--- config.mk ---
export PLATFORM = sky130hd
export DESIGN_NAME = frontend_top
export DESIGN_NICKNAME = d
export VERILOG_FILES = /design/src/source/frontend_pkg.sv /design/src/source/frontend_top.sv /design/src/source/branch_resolve.sv /design/src/source/npu.sv /design/src/source/btb.sv /design/src/source/fetch_pc_reg.sv
export SDC_FILE = /design/constraint.sdc
export NUM_CORES = 1
export LEC_CHECK = 0
export BUFFER_PORTS_ARGS = -buffer_cell sky130_fd_sc_hd__buf_4
export CORE_MARGIN = 2
export CORE_UTILIZATION = 56
export DETAILED_ROUTE_END_ITERATION = 16
export HOLD_SLACK_MARGIN = 0.15
export PLACE_DENSITY_LB_ADDON = 0.3
export SLEW_MARGIN = 10
export SYNTH_ARGS = -nofsm -noshare
export SYNTH_HDL_FRONTEND = slang
export SYNTH_HIERARCHICAL = 1
export SYNTH_SLANG_ARGS = --single-unit
--- constraint.sdc ---
create_clock -name clk -period 4.4 [get_ports clk]
set_input_delay 0.44 -clock clk [delete_from_list [all_inputs] [get_ports clk]]
set_output_delay 0.44 -clock clk [all_outputs]
set_load 0.005 [all_outputs]
--- src/source/frontend_pkg.sv ---
package frontend_pkg;

    // Size of one instruction in bytes
    // The sequential fetch path adds this to the current PC
    localparam int unsigned pc_step = 4;

    // Every BTB entry keeps a small saturating counter of this many bits
    localparam int unsigned ctr_width = 2;

    // Counter encoding
    // 00 strongly not taken
    // 01 weakly not taken
    // 10 weakly taken
    // 11 strongly taken

    // A freshly allocated entry starts one step into the taken half
    // A single not-taken outcome then drops it to a not-taken prediction
    localparam logic [ctr_width-1:0] ctr_weak_taken = 2'b10;

    // Counters at or above this value predict taken
    localparam logic [ctr_width-1:0] ctr_taken_min = 2'b10;

    // Saturation limits of the counter
    localparam logic [ctr_width-1:0] ctr_max = '1;
    localparam logic [ctr_width-1:0] ctr_min = '0;

endpackage
--- src/source/frontend_top.sv ---
`timescale 1ns/1ns

// Fetch front end
// PC register, BTB lookup, next-PC selection and branch resolve
module frontend_top #(
    parameter int              xlen        = 32,
    parameter int              btb_entries = 16,
    parameter logic [xlen-1:0] reset_pc    = 32'h0000_0100
) (
    input  logic            clk,
    input  logic            arst_n,
    input  logic            fetch_stall,
    input  logic            ex_valid,
    input  logic [xlen-1:0] ex_pc,
    input  logic            ex_taken,
    input  logic [xlen-1:0] ex_target,
    input  logic            ex_predicted,
    input  logic [xlen-1:0] ex_pred_target,
    output logic [xlen-1:0] pc_fetch,
    output logic            branch_predicted,
    output logic [xlen-1:0] pred_target,
    output logic            flush
);

    logic [xlen-1:0] pc_next;
    logic            branch_en;
    logic [xlen-1:0] pc_target;
    logic [xlen-1:0] redirect_pc;
    logic            upd_en;
    logic [xlen-1:0] upd_pc;
    logic            upd_taken;
    logic [xlen-1:0] upd_target;

    // Architectural fetch counter
    fetch_pc_reg #(.xlen(xlen), .reset_pc(reset_pc)) u_fetch_pc (
        .clk         (clk),
        .arst_n      (arst_n),
        .fetch_stall (fetch_stall),
        .flush       (flush),
        .pc_next     (pc_next),
        .pc_fetch    (pc_fetch)
    );

    // Lookup uses the current fetch PC and training comes from the resolve block
    btb #(.xlen(xlen), .btb_entries(btb_entries)) u_btb (
        .clk        (clk),
        .arst_n     (arst_n),
        .pc_fetch   (pc_fetch),
        .branch_en  (branch_en),
        .pc_target  (pc_target),
        .upd_en     (upd_en),
        .upd_pc     (upd_pc),
        .upd_taken  (upd_taken),
        .upd_target (upd_target)
    );

    npu #(.xlen(xlen)) u_npu (
        .pc_fetch         (pc_fetch),
        .flush            (flush),
        .redirect_pc      (redirect_pc),
        .branch_en        (branch_en),
        .pc_target        (pc_target),
        .pc_next          (pc_next),
        .branch_predicted (branch_predicted)
    );

    // Plays the role of the back end check on the execute stage result
    branch_resolve #(.xlen(xlen)) u_resolve (
        .ex_valid       (ex_valid),
        .ex_pc          (ex_pc),
        .ex_taken       (ex_taken),
        .ex_target      (ex_target),
        .ex_predicted   (ex_predicted),
        .ex_pred_target (ex_pred_target),
        .flush          (flush),
        .redirect_pc    (redirect_pc),
        .upd_en         (upd_en),
        .upd_pc         (upd_pc),
        .upd_taken      (upd_taken),
        .upd_target     (upd_target)
    );

    // The predicted target leaves with the fetch so it can be checked later
    assign pred_target = pc_target;

endmodule

--- src/source/branch_resolve.sv ---
`timescale 1ns/1ns

// Branch resolve block
// Checks a branch reported by execute against what fetch predicted for it
// and produces the redirect and the BTB training write
module branch_resolve #(
    parameter int xlen = 32
) (
    input  logic            ex_valid,
    input  logic [xlen-1:0] ex_pc,
    input  logic            ex_taken,
    input  logic [xlen-1:0] ex_target,
    input  logic            ex_predicted,
    input  logic [xlen-1:0] ex_pred_target,
    output logic            flush,
    output logic [xlen-1:0] redirect_pc,
    output logic            upd_en,
    output logic [xlen-1:0] upd_pc,
    output logic            upd_taken,
    output logic [xlen-1:0] upd_target
);

    import frontend_pkg::*;

    logic            dir_wrong;
    logic            tgt_wrong;
    logic            mispredict;
    logic [xlen-1:0] ex_pc_seq;

    // Direction check
    // Fetch went one way and the branch went the other
    always_comb begin
        dir_wrong = (ex_predicted != ex_taken);
    end

    // Target check
    // Only matters for a taken branch that fetch also guessed taken
    // For a predicted not-taken branch the direction check already fires
    always_comb begin
        tgt_wrong = ex_taken && (ex_pred_target != ex_target);
    end

    always_comb begin
        mispredict = dir_wrong || tgt_wrong;
    end

    // Flush is a single-cycle strobe tied to the resolve strobe
    always_comb begin
        flush = ex_valid && mispredict;
    end

    // Correct continuation point of the program after the branch
    always_comb begin
        ex_pc_seq = ex_pc + xlen'(pc_step);
        if (ex_taken) begin
            redirect_pc = ex_target;
        end else begin
            redirect_pc = ex_pc_seq;
        end
    end

    // Training request
    // Every resolved branch trains the BTB whether it was right or not
    // so the counters keep following the actual behaviour
    always_comb begin
        upd_en     = ex_valid;
        upd_pc     = ex_pc;
        upd_taken  = ex_taken;
        upd_target = ex_target;
    end

endmodule

--- src/source/npu.sv ---
`timescale 1ns/1ns

// Next-PC unit
// Picks the address that the fetch counter loads on the next edge
module npu #(
    parameter int xlen = 32
) (
    input  logic [xlen-1:0] pc_fetch,
    input  logic            flush,
    input  logic [xlen-1:0] redirect_pc,
    input  logic            branch_en,
    input  logic [xlen-1:0] pc_target,
    output logic [xlen-1:0] pc_next,
    output logic            branch_predicted
);

    import frontend_pkg::*;

    logic [xlen-1:0] pc_seq;
    logic [xlen-1:0] pc_pred;

    // Fall-through address of the instruction being fetched
    always_comb begin
        pc_seq = pc_fetch + xlen'(pc_step);
    end

    // First level of selection
    // A BTB hit with a taken counter steers fetch to the stored target
    // Otherwise fetch just walks forward
    always_comb begin
        if (branch_en) begin
            pc_pred = pc_target;
        end else begin
            pc_pred = pc_seq;
        end
    end

    // Second level of selection
    // A flush from the resolve block wins over any prediction
    // since everything fetched after the bad branch gets thrown away
    always_comb begin
        if (flush) begin
            pc_next = redirect_pc;
        end else begin
            pc_next = pc_pred;
        end
    end

    // The prediction bit goes down the pipeline with the instruction
    // and is checked against the real outcome in execute
    always_comb begin
        branch_predicted = branch_en;
    end

endmodule

--- src/source/btb.sv ---
`timescale 1ns/1ns

// Direct-mapped branch target buffer
// Each entry holds a valid bit, a tag, a target and a 2-bit counter
module btb #(
    parameter int xlen        = 32,
    parameter int btb_entries = 16
) (
    input  logic            clk,
    input  logic            arst_n,
    input  logic [xlen-1:0] pc_fetch,
    output logic            branch_en,
    output logic [xlen-1:0] pc_target,
    input  logic            upd_en,
    input  logic [xlen-1:0] upd_pc,
    input  logic            upd_taken,
    input  logic [xlen-1:0] upd_target
);

    import frontend_pkg::*;

    // Instructions are word aligned so the two low PC bits carry no information
    // The index sits right above them and the tag takes the rest
    localparam int idx_width = $clog2(btb_entries);
    localparam int idx_lsb   = 2;
    localparam int tag_lsb   = idx_lsb + idx_width;
    localparam int tag_width = xlen - tag_lsb;

    logic                 valid_q  [btb_entries];
    logic [tag_width-1:0] tag_q    [btb_entries];
    logic [xlen-1:0]      target_q [btb_entries];
    logic [ctr_width-1:0] ctr_q    [btb_entries];

    logic [idx_width-1:0] rd_idx;
    logic [tag_width-1:0] rd_tag;
    logic                 rd_hit;

    logic [idx_width-1:0] wr_idx;
    logic [tag_width-1:0] wr_tag;
    logic                 wr_hit;
    logic [ctr_width-1:0] wr_ctr_old;
    logic [ctr_width-1:0] wr_ctr_new;

    // Lookup side
    // A hit needs a valid entry whose stored tag matches the fetch PC
    always_comb begin
        rd_idx    = pc_fetch[idx_lsb +: idx_width];
        rd_tag    = pc_fetch[tag_lsb +: tag_width];
        rd_hit    = valid_q[rd_idx] && (tag_q[rd_idx] == rd_tag);
        // Only a counter in the taken half turns a hit into a prediction
        branch_en = rd_hit && (ctr_q[rd_idx] >= ctr_taken_min);
        // The target is only meaningful when a prediction is made
        pc_target = branch_en ? target_q[rd_idx] : '0;
    end

    // Training side
    // Same index and tag split applied to the PC of the resolved branch
    always_comb begin
        wr_idx     = upd_pc[idx_lsb +: idx_width];
        wr_tag     = upd_pc[tag_lsb +: tag_width];
        wr_hit     = valid_q[wr_idx] && (wr_tag == tag_q[wr_idx]);
        wr_ctr_old = ctr_q[wr_idx];
        wr_ctr_new = wr_ctr_old;
        // Saturating step toward the actual outcome
        if (upd_taken && (wr_ctr_old != ctr_max)) begin
            wr_ctr_new = wr_ctr_old + 1'b1;
        end else if (!upd_taken && (wr_ctr_old != ctr_min)) begin
            wr_ctr_new = wr_ctr_old - 1'b1;
        end
    end

    // Valid bits are the only control state here
    // A taken branch that misses claims the slot and evicts any older tag
    always_ff @(posedge clk or negedge arst_n) begin
        if (!arst_n) begin
            for (int i = 0; i < btb_entries; i++) begin
                valid_q[i] <= 1'b0;
            end
        end else if (upd_en && !wr_hit && upd_taken) begin
            valid_q[wr_idx] <= 1'b1;
        end
    end

    // Entry payload
    // On a hit the counter moves and a taken branch refreshes the target
    // On a miss only a taken branch allocates and not-taken misses are dropped
    always_ff @(posedge clk) begin
        if (upd_en) begin
            if (wr_hit) begin
                ctr_q[wr_idx] <= wr_ctr_new;
                if (upd_taken) begin
                    target_q[wr_idx] <= upd_target;
                end
            end else if (upd_taken) begin
                tag_q[wr_idx]    <= wr_tag;
                target_q[wr_idx] <= upd_target;
                ctr_q[wr_idx]    <= ctr_weak_taken;
            end
        end
    end

endmodule

--- src/source/fetch_pc_reg.sv ---
`timescale 1ns/1ns

// Architectural fetch program counter
// Holds the address that the front end is fetching in the current cycle
module fetch_pc_reg #(
    parameter int              xlen     = 32,
    parameter logic [xlen-1:0] reset_pc = '0
) (
    input  logic            clk,
    input  logic            arst_n,
    input  logic            fetch_stall,
    input  logic            flush,
    input  logic [xlen-1:0] pc_next,
    output logic [xlen-1:0] pc_fetch
);

    // Load enable for the counter
    // A stall freezes the PC but a flush must always get through
    // because the instruction stream behind the stall is wrong anyway
    logic pc_load;

    always_comb begin
        pc_load = flush || !fetch_stall;
    end

    // The counter comes out of reset at the boot vector
    // After that it follows whatever the next-PC unit selects
    always_ff @(posedge clk or negedge arst_n) begin
        if (!arst_n) begin
            pc_fetch <= reset_pc;
        end else if (pc_load) begin
            pc_fetch <= pc_next;
        end
    end

    // Note on timing
    // pc_next is purely combinational from pc_fetch and the resolve strobe
    // so a redirect raised in cycle n is the fetch address in cycle n+1

    // Held PC during a stall keeps the same BTB lookup on the output
    // which keeps branch_predicted and pred_target stable as well
    // The BTB itself can still be trained while the PC is frozen
    // so the prediction for a held PC may change from one cycle to the next

endmodule

==> metrics <==
Setup TNS Final=-3120 ps; outcome=complete, but fails checks; layout cell share with drive strength beyond 1=0.368; Routability Congestion=0.963; Max transition margin=0.247; DR WL/cell=35.4 um; die footprint=0.0857 mm2; Sink Count=1,008; TritonCTS clock tree=yes; logic gate share of total power=0.259; CTS buffer count=101; largest net degree at the start of global routing=82; element type at the critical path start=flip-flop; GR Overflow Total=0; port bufs=167; Vias=28,700; Flop pwr share=0.419; H-tree depth=3; Core Box Area=0.0824 mm2; most frequent cells in the layout=edfxtp_1 (960), mux4_2 (354), buf_4 (319); Syn Std Cell Area=0.0467 mm2; Pwr per Cell Area=490 mW/mm2; VDD IR-drop max=0.000416 V; starting density of the core=0.567; crit path max fanout=9; cell area after layout=0.0548 mm2; syn nets=2,680; clk_skew=55.2 ps; Placed Cells=3,791; final hold vios=0; crit-path cells=buf_12 > buf_12 > buf_6 > mux4_2 > mux2i_1 > o22ai_1 > nor2_1 > nand4b_1 > a211oi_4 > buf_12 > clkbuf_16 > and3_4 > buf_6; Mapped Cells=2,574; max-slew violations=0; Sw Pwr=7780 uW; Die X=293 um; via count of the first global-routing pass=28,300; root buffer cell=clkbuf_16; CP max stage cell=mux4_2; WP data arrival=4080 ps; cell row count=105; unrepaired setup endpoints after global routing=true; Setup crit end kind=output pin; DRC=0; antenna viol nets, final=0; most common cell after layout, fill and taps aside=edfxtp_1; final setup vio count=34; fin util=0.666; clock share of power=0.322; f_max=221 MHz; Layout area overhead=17.4%; Die Span Y=293 um; initial antenna violation count=5; P_leak=0.0185 uW; HP Class=input pin to flip-flop; CP Class=flip-flop to output pin; CP most frequent cell=buf_12; CP Data Required Time=3960 ps; worst slew pin tran=1120 ps; internal power=19,100 uW; # IOs=168; Worst-path clk slew=60 ps; Final Non-Filler Cells=4,070; HPWL Detailed=92.0 mm; clock period minus worst slack=4520 ps; sw frac=0.290; Layout Nets=3,019; CTS max path bufs=3; max cap viols=0; drt first pass iters=6; period utilization=1.03; worst skew pair latency=710 ps; first-pass GRT wire length=203 mm; final WL=144 mm; warnings from Yosys=6; DR vias/cell=7.06; initial detailed-routing violation count=4,830; syn avg cell area=18.1 um2; Filler Cells Inserted=5,313; gr usage total=0.335; failing checks=negative setup slack; Worst path max stage delay=520 ps; placed cell area=0.0500 mm2; Setup WS post-layout=-115 ps
cell type report:
class                           instances  area (um2)  share of cell area
Multi-Input combinational cell       1318       15600               0.285
Timing Repair Buffer                  449        4350              0.0793
Antenna cell                            3        7.51            0.000137
Clock inverter                         61         728              0.0133
Tap cell                             1070        1340              0.0244
Inverter                               35         131             0.00240
Clock buffer                          126        2620              0.0478
Sequential cell                      1008       30000               0.548
state kept, by name (all words and copies together), names as in the netlist:
| register | count |
|---|---|
| u_btb/target_q | 512 |
| u_btb/tag_q | 416 |
| u_btb/ctr_q | 32 |
| u_fetch_pc/pc_fetch | 32 |
| u_btb/valid_q | 16 |
routing by layer:
metal,vias to the layer above,track usage,part of all wire
met4,2,0.134,0.050
met2,2239,0.525,0.47
met3,430,0.0788,0.13
met5,-,0,0.000090
li1,11200,-,-
met1,14900,0.461,0.36
power by group through the flow:
| stage | Sequential (uW) | Clock [uW] | Combinational (uW) |
|---|---|---|---|
| 2_1_floorplan | 11100 | 0 | 4290 |
| 3_3_place_gp | 11400 | 0 | 6230 |
| 3_5_place_dp | 11400 | 0 | 6270 |
| 4_1_cts | 11200 | 8740 | 6610 |
| 5_1_grt | 11200 | 9100 | 7200 |
| 6_report | 11200 | 8660 | 6960 |
path summary, 6_finish.rpt:
kind,to,slack [ps],cells after the start,startpoint
max,pred_target[23],-120,13,u_fetch_pc/pc_fetch[2]
min,u_btb/tag_q[0][12],190,1,ex_pc[18]
max reg2reg,u_fetch_pc/pc_fetch[2],90,16,u_fetch_pc/pc_fetch[2]
min reg2reg,u_btb/valid_q[11],500,1,u_btb/valid_q[11]
max in group asynchronous,u_fetch_pc/pc_fetch[3],3350,2,arst_n
min in group asynchronous,u_fetch_pc/pc_fetch[17],430,2,arst_n
worst max-delay path, delay by kind of cell, from the launching register on:
family | cells | cell delay (ps)
multiplexers | 2 | 990
buffers and inverters | 6 | 940
AO/OA/AOI/OAI | 2 | 500
flip-flops | 1 | 420
AND/OR/NAND/NOR | 3 | 520
stage by stage:
stage / hold WS [ps] / total power (uW) / setup WS [ps]
final: 187 / 26900 / -115
after global routing: 158 / 27500 / -134
after CTS: 156 / 26600 / -47.2
after detailed placement: 484 / 17700 / 98.4
after global placement: 485 / 17700 / 66.4
after floorplan: 144 / 15400 / 123
timing repair:
item / in CTS / in global routing
gates resized for setup: 86 / 37
buffers inserted: 16 / 24
setup endpoints to repair: 33 / 49
hold endpoints to repair: 633 / 0
pin swaps: 8 / 9
hold buffers: 41 / 0
gates cloned: 2 / 6
Power figures use the tool's default switching activity.
